`src/include/exc_macros.svh`:
```
`ifndef EXC_MACROS_SVH
`define EXC_MACROS_SVH

// Stages F, D, E and M that the pipeline-clear token passes through
`define EXC_TOKEN_DEPTH 4

// One-hot vector address
// Bit order {fiq, irq, dataAbort, prefetchAbort, swi, undefined, reset}
`define EXC_VECTOR_W 7

// Upper bound in cycles from a pending enabled interrupt to its assert
// Covers stalls in F and D plus squash and reissue of the token
`define EXC_INT_TIMEOUT 64

`endif

```
`src/verilog/excPkg.sv`:
```
package excPkg;

  // Exception causes, used by the syndrome and the priority result
  typedef enum logic [2:0] {
    none          = 3'd0,
    reset         = 3'd1,
    dataAbort     = 3'd2,
    fiq           = 3'd3,
    irq           = 3'd4,
    prefetchAbort = 3'd5,
    undefined     = 3'd6,
    swi           = 3'd7
  } excCauseE;

  // Interrupt sequencer states
  typedef enum logic [1:0] {
    idle     = 2'd0,
    inFlight = 2'd1,
    squashed = 2'd2
  } seqStateE;

  // Raw synchronous causes, valid is the OR of the five
  typedef struct packed {
    logic resetEntry;
    logic dataAbort;
    logic prefetchAbort;
    logic undefined;
    logic swi;
    logic valid;
  } syncCauseS;

  // Registered interrupt outputs of the sequencer
  typedef struct packed {
    logic fiqAssert;
    logic irqAssert;
    logic tokenD;
  } intReqS;

  // Per-stage flush, D in the MSB
  typedef struct packed {
    logic flushD;
    logic flushE;
    logic flushM;
    logic flushW;
  } flushS;

endpackage

```
`src/verilog/syncExceptionCapture.sv`:
```
`timescale 1ns/1ps

module syncExceptionCapture (
  input  logic              clk,
  input  logic              arstN,
  // Data abort is raised by the instruction in M
  input  logic              dataAbort,
  // These come from the instruction in E
  input  logic              prefetchAbortE,
  input  logic              undefinedE,
  input  logic              swiE,
  // Winner chosen by the priority block this cycle
  input  excPkg::excCauseE  takenCause,
  output excPkg::syncCauseS syncCause,
  output excPkg::excCauseE  syndrome
);

  logic             resetEntry;
  excPkg::excCauseE syndromeQ;

  // Set while in reset, cleared by the first edge after release
  // So it is high for exactly one cycle once arstN goes high
  always_ff @(posedge clk or negedge arstN) begin
    if (!arstN) begin
      resetEntry <= 1'b1;
    end else begin
      resetEntry <= 1'b0;
    end
  end

  // Pack raw causes for the priority block
  always_comb begin
    syncCause.resetEntry    = resetEntry;
    syncCause.dataAbort     = dataAbort;
    syncCause.prefetchAbort = prefetchAbortE;
    syncCause.undefined     = undefinedE;
    syncCause.swi           = swiE;
    // Quick any-cause flag
    syncCause.valid         = resetEntry | dataAbort | prefetchAbortE
                              | undefinedE | swiE;
  end

  // Syndrome register
  // Loads the winning cause, holds through cycles with no cause
  always_ff @(posedge clk or negedge arstN) begin
    if (!arstN) begin
      syndromeQ <= excPkg::none;
    end else if (takenCause != excPkg::none) begin
      syndromeQ <= takenCause;
    end
  end

  // Visible one edge after the cause wins
  assign syndrome = syndromeQ;

endmodule

```
`src/verilog/interruptSequencer.sv`:
```
`timescale 1ns/1ps
`include "exc_macros.svh"

module interruptSequencer (
  input  logic           clk,
  input  logic           arstN,
  // Interrupt levels and their enables
  input  logic           fiq,
  input  logic           irq,
  input  logic           fiqEnabled,
  input  logic           irqEnabled,
  // Decode stall holds the token in F and D
  input  logic           stallD,
  input  excPkg::flushS  flush,
  output excPkg::intReqS intReq
);

  excPkg::seqStateE             state;
  excPkg::seqStateE             stateNext;
  // Token positions, 0 is F, 1 is D, 2 is E, 3 is M
  logic [`EXC_TOKEN_DEPTH-1:0]  tokenQ;
  logic [`EXC_TOKEN_DEPTH-2:0]  alive;
  logic                         fiqPending;
  logic                         irqPending;
  logic                         start;
  logic                         killed;
  // Set when FIQ owns the token in flight
  logic                         ownerFiq;
  logic                         fiqAssertQ;
  logic                         irqAssertQ;

  assign fiqPending = fiq & fiqEnabled;
  assign irqPending = irq & irqEnabled;

  // New token only from idle
  assign start = (state == excPkg::idle) & (fiqPending | irqPending);

  // Fetch is redirected whenever D flushes, so F dies with D
  assign alive[0] = tokenQ[0] & ~flush.flushD;
  assign alive[1] = tokenQ[1] & ~flush.flushD;
  assign alive[2] = tokenQ[2] & ~flush.flushE;

  // Token lost before reaching M
  // A flush of M while in M is the interrupt's own flush
  assign killed = |(tokenQ[`EXC_TOKEN_DEPTH-2:0] & ~alive);

  // Next state
  always_comb begin
    stateNext = state;
    case (state)
      excPkg::idle: begin
        if (start) begin
          stateNext = excPkg::inFlight;
        end
      end
      excPkg::inFlight: begin
        if (killed) begin
          stateNext = excPkg::squashed;
        end else if (tokenQ[3]) begin
          // Token retires out of M
          stateNext = excPkg::idle;
        end
      end
      // One dead cycle, then reissue from idle if still pending
      excPkg::squashed: stateNext = excPkg::idle;
      default: stateNext = excPkg::idle;
    endcase
  end

  always_ff @(posedge clk or negedge arstN) begin
    if (!arstN) begin
      state      <= excPkg::idle;
      tokenQ     <= '0;
      ownerFiq   <= 1'b0;
      fiqAssertQ <= 1'b0;
      irqAssertQ <= 1'b0;
    end else begin
      state <= stateNext;
      // FIQ wins over IRQ when both pending
      if (start) begin
        ownerFiq <= fiqPending;
      end
      // F holds under stall
      tokenQ[0] <= start | (stallD & alive[0]);
      // D holds under stall, otherwise takes F
      tokenQ[1] <= stallD ? alive[1] : alive[0];
      // Bubble into E while D is stalled
      tokenQ[2] <= stallD ? 1'b0 : alive[1];
      tokenQ[3] <= alive[2];
      // Asserts load with the token entering M
      // Enable is checked on the way in
      fiqAssertQ <= alive[2] & ownerFiq & fiqEnabled;
      irqAssertQ <= alive[2] & ~ownerFiq & irqEnabled;
    end
  end

  // All fields straight from flops
  assign intReq.fiqAssert = fiqAssertQ;
  assign intReq.irqAssert = irqAssertQ;
  assign intReq.tokenD    = tokenQ[1];

endmodule

```
`src/verilog/exceptionPriority.sv`:
```
`timescale 1ns/1ps
`include "exc_macros.svh"

module exceptionPriority (
  input  excPkg::syncCauseS         syncCause,
  input  excPkg::intReqS            intReq,
  output excPkg::flushS             flush,
  output logic [`EXC_VECTOR_W-1:0]  vectorAddress,
  output excPkg::excCauseE          takenCause
);

  // Flush patterns, D E M W
  localparam excPkg::flushS FlushAll  = 4'b1111;
  localparam excPkg::flushS FlushInt  = 4'b1010;
  localparam excPkg::flushS FlushDem  = 4'b1110;
  localparam excPkg::flushS FlushDOnly = 4'b1000;

  // Vector bit positions
  localparam int VecReset         = 0;
  localparam int VecUndefined     = 1;
  localparam int VecSwi           = 2;
  localparam int VecPrefetchAbort = 3;
  localparam int VecDataAbort     = 4;
  localparam int VecIrq           = 5;
  localparam int VecFiq           = 6;

  // Highest cause wins, anything lower in the same cycle is dropped
  always_comb begin
    flush         = '0;
    vectorAddress = '0;
    takenCause    = excPkg::none;
    if (syncCause.resetEntry) begin
      flush                   = FlushAll;
      vectorAddress[VecReset] = 1'b1;
      takenCause              = excPkg::reset;
    end else if (syncCause.dataAbort) begin
      flush                       = FlushAll;
      vectorAddress[VecDataAbort] = 1'b1;
      takenCause                  = excPkg::dataAbort;
    end else if (intReq.fiqAssert) begin
      // Older instructions already done, clear D and M
      flush                 = FlushInt;
      vectorAddress[VecFiq] = 1'b1;
      takenCause            = excPkg::fiq;
    end else if (intReq.irqAssert) begin
      flush                 = FlushInt;
      vectorAddress[VecIrq] = 1'b1;
      takenCause            = excPkg::irq;
    end else if (syncCause.valid) begin
      // Only E-stage causes can be left here
      if (syncCause.prefetchAbort) begin
        flush                           = FlushDem;
        vectorAddress[VecPrefetchAbort] = 1'b1;
        takenCause                      = excPkg::prefetchAbort;
      end else if (syncCause.undefined) begin
        flush                       = FlushDem;
        vectorAddress[VecUndefined] = 1'b1;
        takenCause                  = excPkg::undefined;
      end else begin
        // SWI only kills the instruction behind it
        flush                 = FlushDOnly;
        vectorAddress[VecSwi] = 1'b1;
        takenCause            = excPkg::swi;
      end
    end
  end

endmodule

```
`src/verilog/exceptionUnit.sv`:
```
`timescale 1ns/1ps
`include "exc_macros.svh"

module exceptionUnit (
  input  logic                      clk,
  input  logic                      arstN,
  input  logic                      dataAbort,
  input  logic                      prefetchAbortE,
  input  logic                      undefinedE,
  input  logic                      swiE,
  input  logic                      fiq,
  input  logic                      irq,
  input  logic                      fiqEnabled,
  input  logic                      irqEnabled,
  input  logic                      stallD,
  output excPkg::flushS             flush,
  output logic [`EXC_VECTOR_W-1:0]  vectorAddress,
  output excPkg::excCauseE          syndrome,
  output logic                      fiqAssert,
  output logic                      irqAssert,
  output logic                      pipelineClearD
);

  excPkg::syncCauseS syncCause;
  excPkg::intReqS    intReq;
  excPkg::excCauseE  takenCause;

  // Synchronous causes, reset entry and syndrome
  syncExceptionCapture u_syncExceptionCapture (
    .clk            (clk),
    .arstN          (arstN),
    .dataAbort      (dataAbort),
    .prefetchAbortE (prefetchAbortE),
    .undefinedE     (undefinedE),
    .swiE           (swiE),
    .takenCause     (takenCause),
    .syncCause      (syncCause),
    .syndrome       (syndrome)
  );

  // FIQ/IRQ token sequencing, sees the flush it helped choose
  interruptSequencer u_interruptSequencer (
    .clk        (clk),
    .arstN      (arstN),
    .fiq        (fiq),
    .irq        (irq),
    .fiqEnabled (fiqEnabled),
    .irqEnabled (irqEnabled),
    .stallD     (stallD),
    .flush      (flush),
    .intReq     (intReq)
  );

  exceptionPriority u_exceptionPriority (
    .syncCause     (syncCause),
    .intReq        (intReq),
    .flush         (flush),
    .vectorAddress (vectorAddress),
    .takenCause    (takenCause)
  );

  // Interrupt fields out to the core
  assign fiqAssert      = intReq.fiqAssert;
  assign irqAssert      = intReq.irqAssert;
  assign pipelineClearD = intReq.tokenD;

endmodule

```
`config.mk`:
```
export PLATFORM = sky130hd
export DESIGN_NAME = exceptionUnit
export DESIGN_NICKNAME = d
export VERILOG_FILES = /design/src/verilog/excPkg.sv /design/src/verilog/syncExceptionCapture.sv /design/src/verilog/interruptSequencer.sv /design/src/verilog/exceptionPriority.sv /design/src/verilog/exceptionUnit.sv
export VERILOG_INCLUDE_DIRS = /design/src /design/src/include
export SDC_FILE = /design/constraint.sdc
export NUM_CORES = 1
export LEC_CHECK = 0
export ABC_AREA = 1
export BUFFER_PORTS_ARGS = -buffer_cell sky130_fd_sc_hd__buf_2
export CAP_MARGIN = 10
export CORE_UTILIZATION = 54
export CTS_BUF_LIST = sky130_fd_sc_hd__clkbuf_2 sky130_fd_sc_hd__clkbuf_4 sky130_fd_sc_hd__clkbuf_8
export DETAILED_ROUTE_END_ITERATION = 16
export PLACE_DENSITY = 0.86
export SYNTH_ARGS = -nofsm -noshare
export SYNTH_HDL_FRONTEND = slang
export SYNTH_HIERARCHICAL = 1
export SYNTH_SLANG_ARGS = --single-unit
```
`constraint.sdc`:
```
create_clock -name clk -period 3.6 [get_ports clk]
set_clock_uncertainty 0.05 [all_clocks]
set_input_delay 0.36 -clock clk [delete_from_list [all_inputs] [get_ports clk]]
set_output_delay 0.36 -clock clk [all_outputs]
set_load 0.01 [all_outputs]
```
# Word-level counts from Yosys, hierarchy flattened
# Index checks and enable logic that the tools add are counted.
# W data, S select, Z words.
[totals]
reg_bits = 13
input_bits = 11
out_inout_bits = 17
word_cells = 71
[op_classes]
eq_ne = 3
n_mux = 35
bitwise = 22
n_reduce_logical = 4
[op_table]
columns = ["cell", "count"]
rows = [
  ["$mux W3", 11],
  ["$mux W4", 6],
  ["$and A1 B1 Y1", 11],
  ["$mux W1", 11],
  ["$mux W2", 5],
  ["$mux W6", 1],
  ["$or A1 B1 Y1", 6],
  ["$pmux W2 S2", 1],
  ["$and A3 B3 Y3", 1],
  ["$ne A3 B1 Y1 const B", 1],
  ["$not A1 Y1", 3],
  ["$not A3 Y3", 1],
  ["$reduce_bool A3 Y1", 1],
  ["$reduce_or A3 Y1", 1],
  ["$eq A2 B1 Y1 const B", 1],
  ["$logic_not A2 Y1", 1],
  ["$ne A2 B1 Y1 const B", 1],
  ["$reduce_and A2 Y1", 1],
]

# Logic depth before layout (Yosys ltp)
# Gate-level depths: netlist of run 1.
[depth]
depth_word = 16
mapped_depth = 9
mapped_depth_nobuf = 9

# Cells and area by module
# The synthesis of run 1 kept the hierarchy.
[modules_own_cells]
columns = ["module", "instances", "cells_each", "area_per_inst_um2", "seq_area_each_um2"]
rows = [
  ["interruptSequencer", 1, 43, 387.9, 225.2],
  ["syncExceptionCapture", 1, 23, 200.2, 101.3],
  ["exceptionPriority", 1, 34, 178.9, 0.0],
]

# Worst setup path after synthesis of run 1
# Ideal clock, no wire load.
[synth_timing]
kind = "reg-to-output"
start = "register u_syncExceptionCapture.resetEntry"
end = "output vectorAddress[1]"
arrival_time_ps = 1058
t_required_ps = 3190
setup_slack_ps = 2132
stages_incl_launch_ff = 5
n_path_buf = 0
cell_sequence = "dfstp_2 -> nor2_1 -> nand3b_1 -> nand2_1 -> nor3_2"
[synth_lines]
columns = ["item", "line", "rtl"]
rows = [
  ["start: declaration", "syncExceptionCapture.sv:18", "logic resetEntry;"],
  ["start signal: assignment", "syncExceptionCapture.sv:25", "resetEntry <= 1'b1;"],
  ["start signal: assignment", "syncExceptionCapture.sv:27", "resetEntry <= 1'b0;"],
  ["end: declaration", "exceptionUnit.sv:17", "output logic [`EXC_VECTOR_W-1:0] vectorAddress,"],
]

==> results of run 1 <==
==> cell type report <==
type / count / area share, %
Sequential cell: 13 / 36.6
Multi-Input combinational cell: 63 / 35.4
Timing Repair Buffer: 28 / 16.2
Inverter: 15 / 6.30
Clock buffer: 4 / 3.36
Tap cell: 15 / 2.10
==> metal layers <==
metal | up-vias | GRT usage [%] | routed length, um
met1 | 336 | 25.6 | 632
li1 | 345 | - | -
met4 | 0 | 12.1 | 23
met2 | 18 | 45.5 | 862
met3 | 6 | 3.98 | 56
met5 | - | 0 | 0
==> through the flow <==
stage	std cells	power, W
2_1_floorplan	99	0.000239
3_3_place_gp	133	0.000258
3_5_place_dp	133	0.000262
4_1_cts	138	0.000360
5_1_grt	138	0.000380
6_report	138	0.000359
==> path summary, 6_finish.rpt <==
check	depth (start not counted)	to	slack, ns
setup / recovery	5	vectorAddress[1]	1.59
hold / removal	2	u_interruptSequencer/tokenQ[2]$_DFF_PN0_	0.24
setup reg to reg	9	u_syncExceptionCapture/syndrome[1]$_DFFE_PN0P_	2.00
hold reg to reg	2	u_syncExceptionCapture/syndrome[0]$_DFFE_PN0P_	0.43
max in group asynchronous	2	u_syncExceptionCapture/resetEntry$_DFF_PN1_	2.79
min in group asynchronous	2	u_syncExceptionCapture/syndrome[1]$_DFFE_PN0P_	0.44
==> cell usage in the layout, fill, tap and decap left out, types with 3 or more instances in the layout <==
master / instances
nand2_1: 23
dfrtp_1: 12
nor2_1: 13
buf_2: 27
nor3_2: 4
inv_1: 12
nand3_1: 9
clkbuf_4: 4
inv_2: 3
==> sequential cells by signal (all words and copies together) (netlist names) <==
register	cells
u_interruptSequencer/tokenQ	4
u_interruptSequencer/irqAssertQ	1
u_syncExceptionCapture/resetEntry	1
u_interruptSequencer/ownerFiq	1
u_syncExceptionCapture/syndrome	3
u_interruptSequencer/state	2
u_interruptSequencer/fiqAssertQ	1
==> report_power, final <==
| part | switching [W] | internal [W] | total (W) | leakage [nW] |
|---|---|---|---|---|
| clock | 0.0000461 | 0.0000505 | 0.0000966 | 0.0184 |
| sequential | 0.0000181 | 0.000168 | 0.000186 | 0.165 |
| combinational | 0.0000460 | 0.0000299 | 0.0000759 | 0.344 |
| total | 0.000110 | 0.000249 | 0.000359 | 0.528 |
==> flow_summary.ini, run 1 <==
[final_layout]
nets = 135
seq_area_sq_um = 327
final_cell_area_sq_um = 893
area_delta_synth_final_pct = 17.6
fillers = 107
drive_above_1_share_pct = 37.4
fin_util_pct = 68.7
insertedDiodeCount = 0
multiInputGateArea_sq_um = 317

[detailed_routing]
vias = 705
drt-initial-drc-count = 24
postRouteAntennaNets = 0
dr.pass1.iters = 4
wl_per_cell_um = 11.4
drt-total-wl_mm = 1.57
drc = 0
via_per_inst = 5.11

[sta]
fin_ws_ns = 1.59
clock.fmax_mhz = 498
tns_ns = 0
hold_viol_final = 0
finalMaxSlewViolations = 0
whs_ns = 0.235
setup_viol = 0
period_share_pct = 55.7
fin_crit_ns = 2.01
rsz0062_at_grt = false

[die]
die_y_um = 39.5
rows = 13
core_sq_um = 1300
ios = 28
fp.dieW_um = 39.5
die_area_sq_um = 1560
start_util_pct = 58.4

[power]
p_per_area_nw_per_um2 = 402
power.static_leakage_nw = 0.528
ir_drop_mv = 0.277

[yosys]
yosys_warnings = 6
synth_fp_nets = 110
syn_area_sq_um = 759
avgSynthCellArea_sq_um = 7.67
synthCells = 99

[grt]
grt_max_degree = 14
track_usage_pct = 24.3
antenna_found_initial = 0
grt_pass1_vias = 625
grt_pass1_wl_mm = 2.46
grt_overflow_total = 0

[cts]
postCtsSetupBuffers = 0
clkTransAtPathRegs_ns = 0.08
cts_resized = 0
cts-root-buf = clkbuf_4
insertion_delay_ns = 0.27
h-tree-depth = 1
cts_tree = built
numCtsBuffers = 3
clkSinkCount = 13
clockBufferDepth = 2
cts_hold_buf = 1

[worst_hold_path]
hold_class = input pin to register
hp-start = stallD

[critical_path]
critPathLaunch = u_syncExceptionCapture/resetEntry$_DFF_PN1_
path_cells = nor2_1 > nand3b_1 > nand2_1 > nor3_2 > buf_2
r2r-start = u_syncExceptionCapture/resetEntry$_DFF_PN1_
path_buf_inv = 1
cp.arrival_ns = 1.60
end_kind = output port
worst_setup_path_start_kind = register
crit_path_max_incr_delay_ns = 0.61
path_delay_family = flip-flops
worstSetupPathType = register to output port
cp_slowest_cell = dfstp_2
required_ns = 3.19
critPathMaxFanout = 8

[placement]
dp_slack_ns = 1.90
io_buffers = 27
placed_area_sq_um = 853
place_congestion = 0.781
dp_hpwl_mm = 1.23

[run]
drv_cap = 0

[outcome]
run_status = completed
(Power assumes the default switching activity.)
==> run 2: changes to the inputs <==
Settings changed: CORE_UTILIZATION 54 to 45, PLACE_DENSITY 0.86 to 0.77.
Clock period 3.6 ns to 1.6 ns, I/O delays scaled along.
==> flow_summary.ini, run 2 (synthesis results as in run 1) <==
[sta]
whs_ns = 0.0329
period_share_pct = 105
rsz0062_at_grt = true
setup_viol = 5
tns_ns = -0.220
hold_viol_final = 0
clock.fmax_mhz = 598
fin_crit_ns = 1.67
finalMaxSlewViolations = 0
fin_ws_ns = -0.0726

[critical_path]
worstSetupPathDepth = 6
cp.arrival_ns = 1.46
critical_path.endpoint = flush[2]
end_kind = output port
cp_slowest_cell = dfstp_2
worstRegToRegCells = 8
critPathMaxFanout = 3
worst_setup_path_start_kind = register
r2r-end = u_interruptSequencer/irqAssertQ$_DFF_PN0_
path_buf_inv = 2
r2r-start = u_syncExceptionCapture/resetEntry$_DFF_PN1_
path_delay_family = flip-flops
required_ns = 1.39
path_cells = nor2_2 > nand3b_1 > buf_4 > nand3_1 > nand2_2 > buf_6
critPathLaunch = u_syncExceptionCapture/resetEntry$_DFF_PN1_
worstSetupPathType = register to output port
ff2ff_setup_slack_ns = 0.01
crit_path_max_incr_delay_ns = 0.54

[final_layout]
fillers = 132
drive_above_1_share_pct = 52.7
nets = 143
largest_reg_flops = 4
instances_no_fill = 147
area_delta_synth_final_pct = 35.1
layout_common_cells = buf_2 (25), nand2_1 (18), dfrtp_1 (12)
multiInputGateArea_sq_um = 372
seq_area_sq_um = 327
final_common_cell = buf_2
final_cell_area_sq_um = 1030
max_flop_register = u_interruptSequencer/tokenQ
insertedDiodeCount = 0

[detailed_routing]
top_layer = met4
drt-initial-drc-count = 18
wl_met1_um = 702
wl_met2_um = 925
drc = 0
postRouteAntennaNets = 0
drt-total-wl_mm = 1.77
dr.pass1.iters = 4
wl_per_cell_um = 12.0
met3WireLength_um = 80
vias = 738
via_per_inst = 5.02

[die]
die_area_sq_um = 1860
core_sq_um = 1540
start_util_pct = 49.3
ios = 28
rows = 14
die_y_um = 43.1
fp.dieW_um = 43.1

[placement]
place_congestion = 0.854
dp_hpwl_mm = 1.15
placedCellCount = 135
placed_area_sq_um = 862
io_buffers = 27

[cts]
insertion_delay_ns = 0.28
clkTransAtPathRegs_ns = 0.08
cts_tree = built
h-tree-depth = 1
numCtsBuffers = 3
clockBufferDepth = 2
clkSinkCount = 13
cts-root-buf = clkbuf_4

[grt]
grt_pass1_vias = 660
grt_pass1_wl_mm = 2.64
grt_overflow_total = 0
antenna_found_initial = 0
grt_max_degree = 14
track_usage_pct = 19.9

[worst_hold_path]
hold_class = input pin to register

[outcome]
run_status = complete, but fails checks
violations = negative setup slack

[run]
drv_cap = 0

[power]
ir_drop_mv = 0.527
power.static_leakage_nw = 0.570
p_per_area_nw_per_um2 = 815
## run 2: metal layers
layer,vias to the layer above,GRT usage [%]
met2,20,34.9
met1,349,20.2
met4,0,10.9
met3,7,6.81
met5,-,0
li1,362,-
## run 2: repair_timing
item	4_1_cts	5_1_grt
setup buffers	6	2
endpoints found under the hold margin	13	0
pin swaps	9	7
hold buffers	1	0
endpoints found under the setup margin	4	12
resized for setup	6	16
## run 2: cell type report
class | instances | area share, %
Inverter | 15 | 5.49
Sequential cell | 13 | 31.8
Timing Repair Buffer | 36 | 21.6
Tap cell | 16 | 1.95
Multi-Input combinational cell | 63 | 36.2
Clock buffer | 4 | 2.93
## run 2: worst min path at each step
| stage | from | end | cells past startpoint |
|---|---|---|---|
| 3_5_place_dp | arstN | u_syncExceptionCapture/syndrome[1]$_DFFE_PN0P_ | 1 |
| 6_report | stallD | u_interruptSequencer/tokenQ[2]$_DFF_PN0_ | 2 |
| 2_1_floorplan | arstN | u_interruptSequencer/fiqAssertQ$_DFF_PN0_ | 0 |
| 4_1_cts | stallD | u_interruptSequencer/tokenQ[2]$_DFF_PN0_ | 2 |
| 3_3_place_gp | arstN | u_syncExceptionCapture/syndrome[1]$_DFFE_PN0P_ | 1 |
| 5_1_grt | stallD | u_interruptSequencer/tokenQ[2]$_DFF_PN0_ | 2 |
## run 2: where the power goes
part           switching, W  internal, W  total [W]
Clock              0.000108     0.000114   0.000221
Sequential        0.0000367     0.000379   0.000416
Combinational      0.000118    0.0000813   0.000199
Total              0.000262     0.000574   0.000837
## run 2: per-stage QoR
stage	worst slack [ns]	util, %	total power, W
after global placement	0.187	55.9	0.000583
after global routing	-0.140	66.6	0.000890
after detailed placement	0.132	55.9	0.000595
after floorplan	0.245	-	0.000538
after CTS	-0.0208	63.0	0.000829
final	-0.0726	66.6	0.000837
==> run 3: changes to the inputs <==
Settings changed: ABC_AREA 1 to 0.
==> flow_summary.ini, run 3 <==
[grt]
grt_pass1_vias = 632
antenna_found_initial = 0
track_usage_pct = 20.0
grt_max_degree = 14
grt_overflow_total = 0
grt_pass1_wl_mm = 2.64

[yosys]
syn_area_sq_um = 733
synthCells = 74
avgSynthCellArea_sq_um = 9.91
synth_fp_nets = 85
yosys_warnings = 6

[detailed_routing]
via_per_inst = 5.38
wl_per_cell_um = 13.0
drt-total-wl_mm = 1.62
vias = 673
drt-initial-drc-count = 10
dr.pass1.iters = 4
postRouteAntennaNets = 0
drc = 0

[critical_path]
worstSetupPathType = register to output port
worst_setup_path_start_kind = register
crit_path_max_incr_delay_ns = 0.55
cp_slowest_cell = dfstp_2
required_ns = 1.39
path_delay_family = flip-flops
critPathMaxFanout = 3
end_kind = output port
path_buf_inv = 2
cp.arrival_ns = 1.49
path_cells = nor3_2 > nand2_2 > nand2b_4 > buf_6 > nor3b_2 > buf_2

[final_layout]
largest_reg_flops = 4
nets = 121
layout_common_cells = buf_2 (26), dfrtp_1 (12), buf_6 (6), buf_4 (6), nor2_1 (6)
area_delta_synth_final_pct = 44.2
insertedDiodeCount = 0
drive_above_1_share_pct = 53.2
final_common_cell = buf_2
max_flop_register = u_interruptSequencer/tokenQ
instances_no_fill = 125
fin_util_pct = 70.2

[die]
die_area_sq_um = 1790
core_sq_um = 1510
fp.dieW_um = 42.4
die_y_um = 42.4
rows = 14
start_util_pct = 48.7
ios = 28

[placement]
place_congestion = 0.906
io_buffers = 27
dp_slack_ns = -0.0396
dp_hpwl_mm = 1.19
placedCellCount = 112

[cts]
numCtsBuffers = 3
clkTransAtPathRegs_ns = 0.07
clkSinkCount = 13
cts-root-buf = clkbuf_4
cts_tree = built
insertion_delay_ns = 0.27
clockBufferDepth = 2
h-tree-depth = 1

[power]
ir_drop_mv = 0.642
power.static_leakage_nw = 0.500
p_per_area_nw_per_um2 = 793
total_power_w = 0.000838

[sta]
finalMaxSlewViolations = 0
setup_viol = 8
fin_crit_ns = 1.70
hold_viol_final = 0
period_share_pct = 106
fin_ws_ns = -0.102
clock.fmax_mhz = 588
rsz0062_at_grt = true

[outcome]
run_status = complete, but fails checks
violations = negative setup slack

[worst_hold_path]
hold_class = input pin to register

[run]
drv_cap = 0
==> run 3: through the flow <==
stage / instance area (sq um) / hold slack, ns / TNS, ns
2_1_floorplan: 754 / -0.186 / 0
3_3_place_gp: 872 / 0.00674 / 0
3_5_place_dp: 872 / 0.00980 / -0.0396
4_1_cts: 1000 / 0.0160 / -0.543
5_1_grt: 1060 / 0.0206 / -1.09
6_report: 1060 / 0.0305 / -0.407
==> run 3: path summary, 6_finish.rpt <==
kind,startpoint,to,slack [ns],depth (start not counted)
worst max-delay path,u_syncExceptionCapture/resetEntry$_DFF_PN1_,vectorAddress[1],-0.10,6
worst min-delay path,stallD,u_interruptSequencer/tokenQ[2]$_DFF_PN0_,0.03,2
worst max register to register,u_syncExceptionCapture/resetEntry$_DFF_PN1_,u_syncExceptionCapture/syndrome[1]$_DFFE_PN0P_,-0.01,7
worst min register to register,u_syncExceptionCapture/syndrome[2]$_DFFE_PN0P_,u_syncExceptionCapture/syndrome[2]$_DFFE_PN0P_,0.44,1
max in group asynchronous,arstN,u_syncExceptionCapture/resetEntry$_DFF_PN1_,0.96,2
min in group asynchronous,arstN,u_interruptSequencer/tokenQ[1]$_DFF_PN0_,0.26,2
==> run 3: report_power, final <==
part | internal, W | leakage, nW | switching [W]
clock | 0.000113 | 0.0184 | 0.0000952
combinational | 0.000117 | 0.316 | 0.0000990
sequential | 0.000377 | 0.165 | 0.0000365
total | 0.000608 | 0.500 | 0.000231
==> run 3: area by class of cell <==
type | instances | area, sq um
Tap cell | 16 | 20.0
Sequential cell | 13 | 327
Clock buffer | 4 | 30.0
Timing Repair Buffer | 39 | 253
Inverter | 3 | 11.3
Multi-Input combinational cell | 50 | 417
Fill cell | 114 | 449
==> run 3: metal layers <==
metal | vias up | part of all wire (%) | GRT usage [%]
met5 | - | 0 | 0
met4 | 0 | 0.31 | 10.6
met3 | 2 | 4.9 | 4.31
met2 | 26 | 52 | 33.8
met1 | 319 | 42 | 23.4
li1 | 326 | - | -
==> run 3: timing repair <==
action	4_1_cts	5_1_grt
endpoints found under the hold margin	13	0
resized for setup	10	10
hold buffers	1	0
buffers inserted	6	2
pin swaps	7	5
setup endpoints to repair	7	18
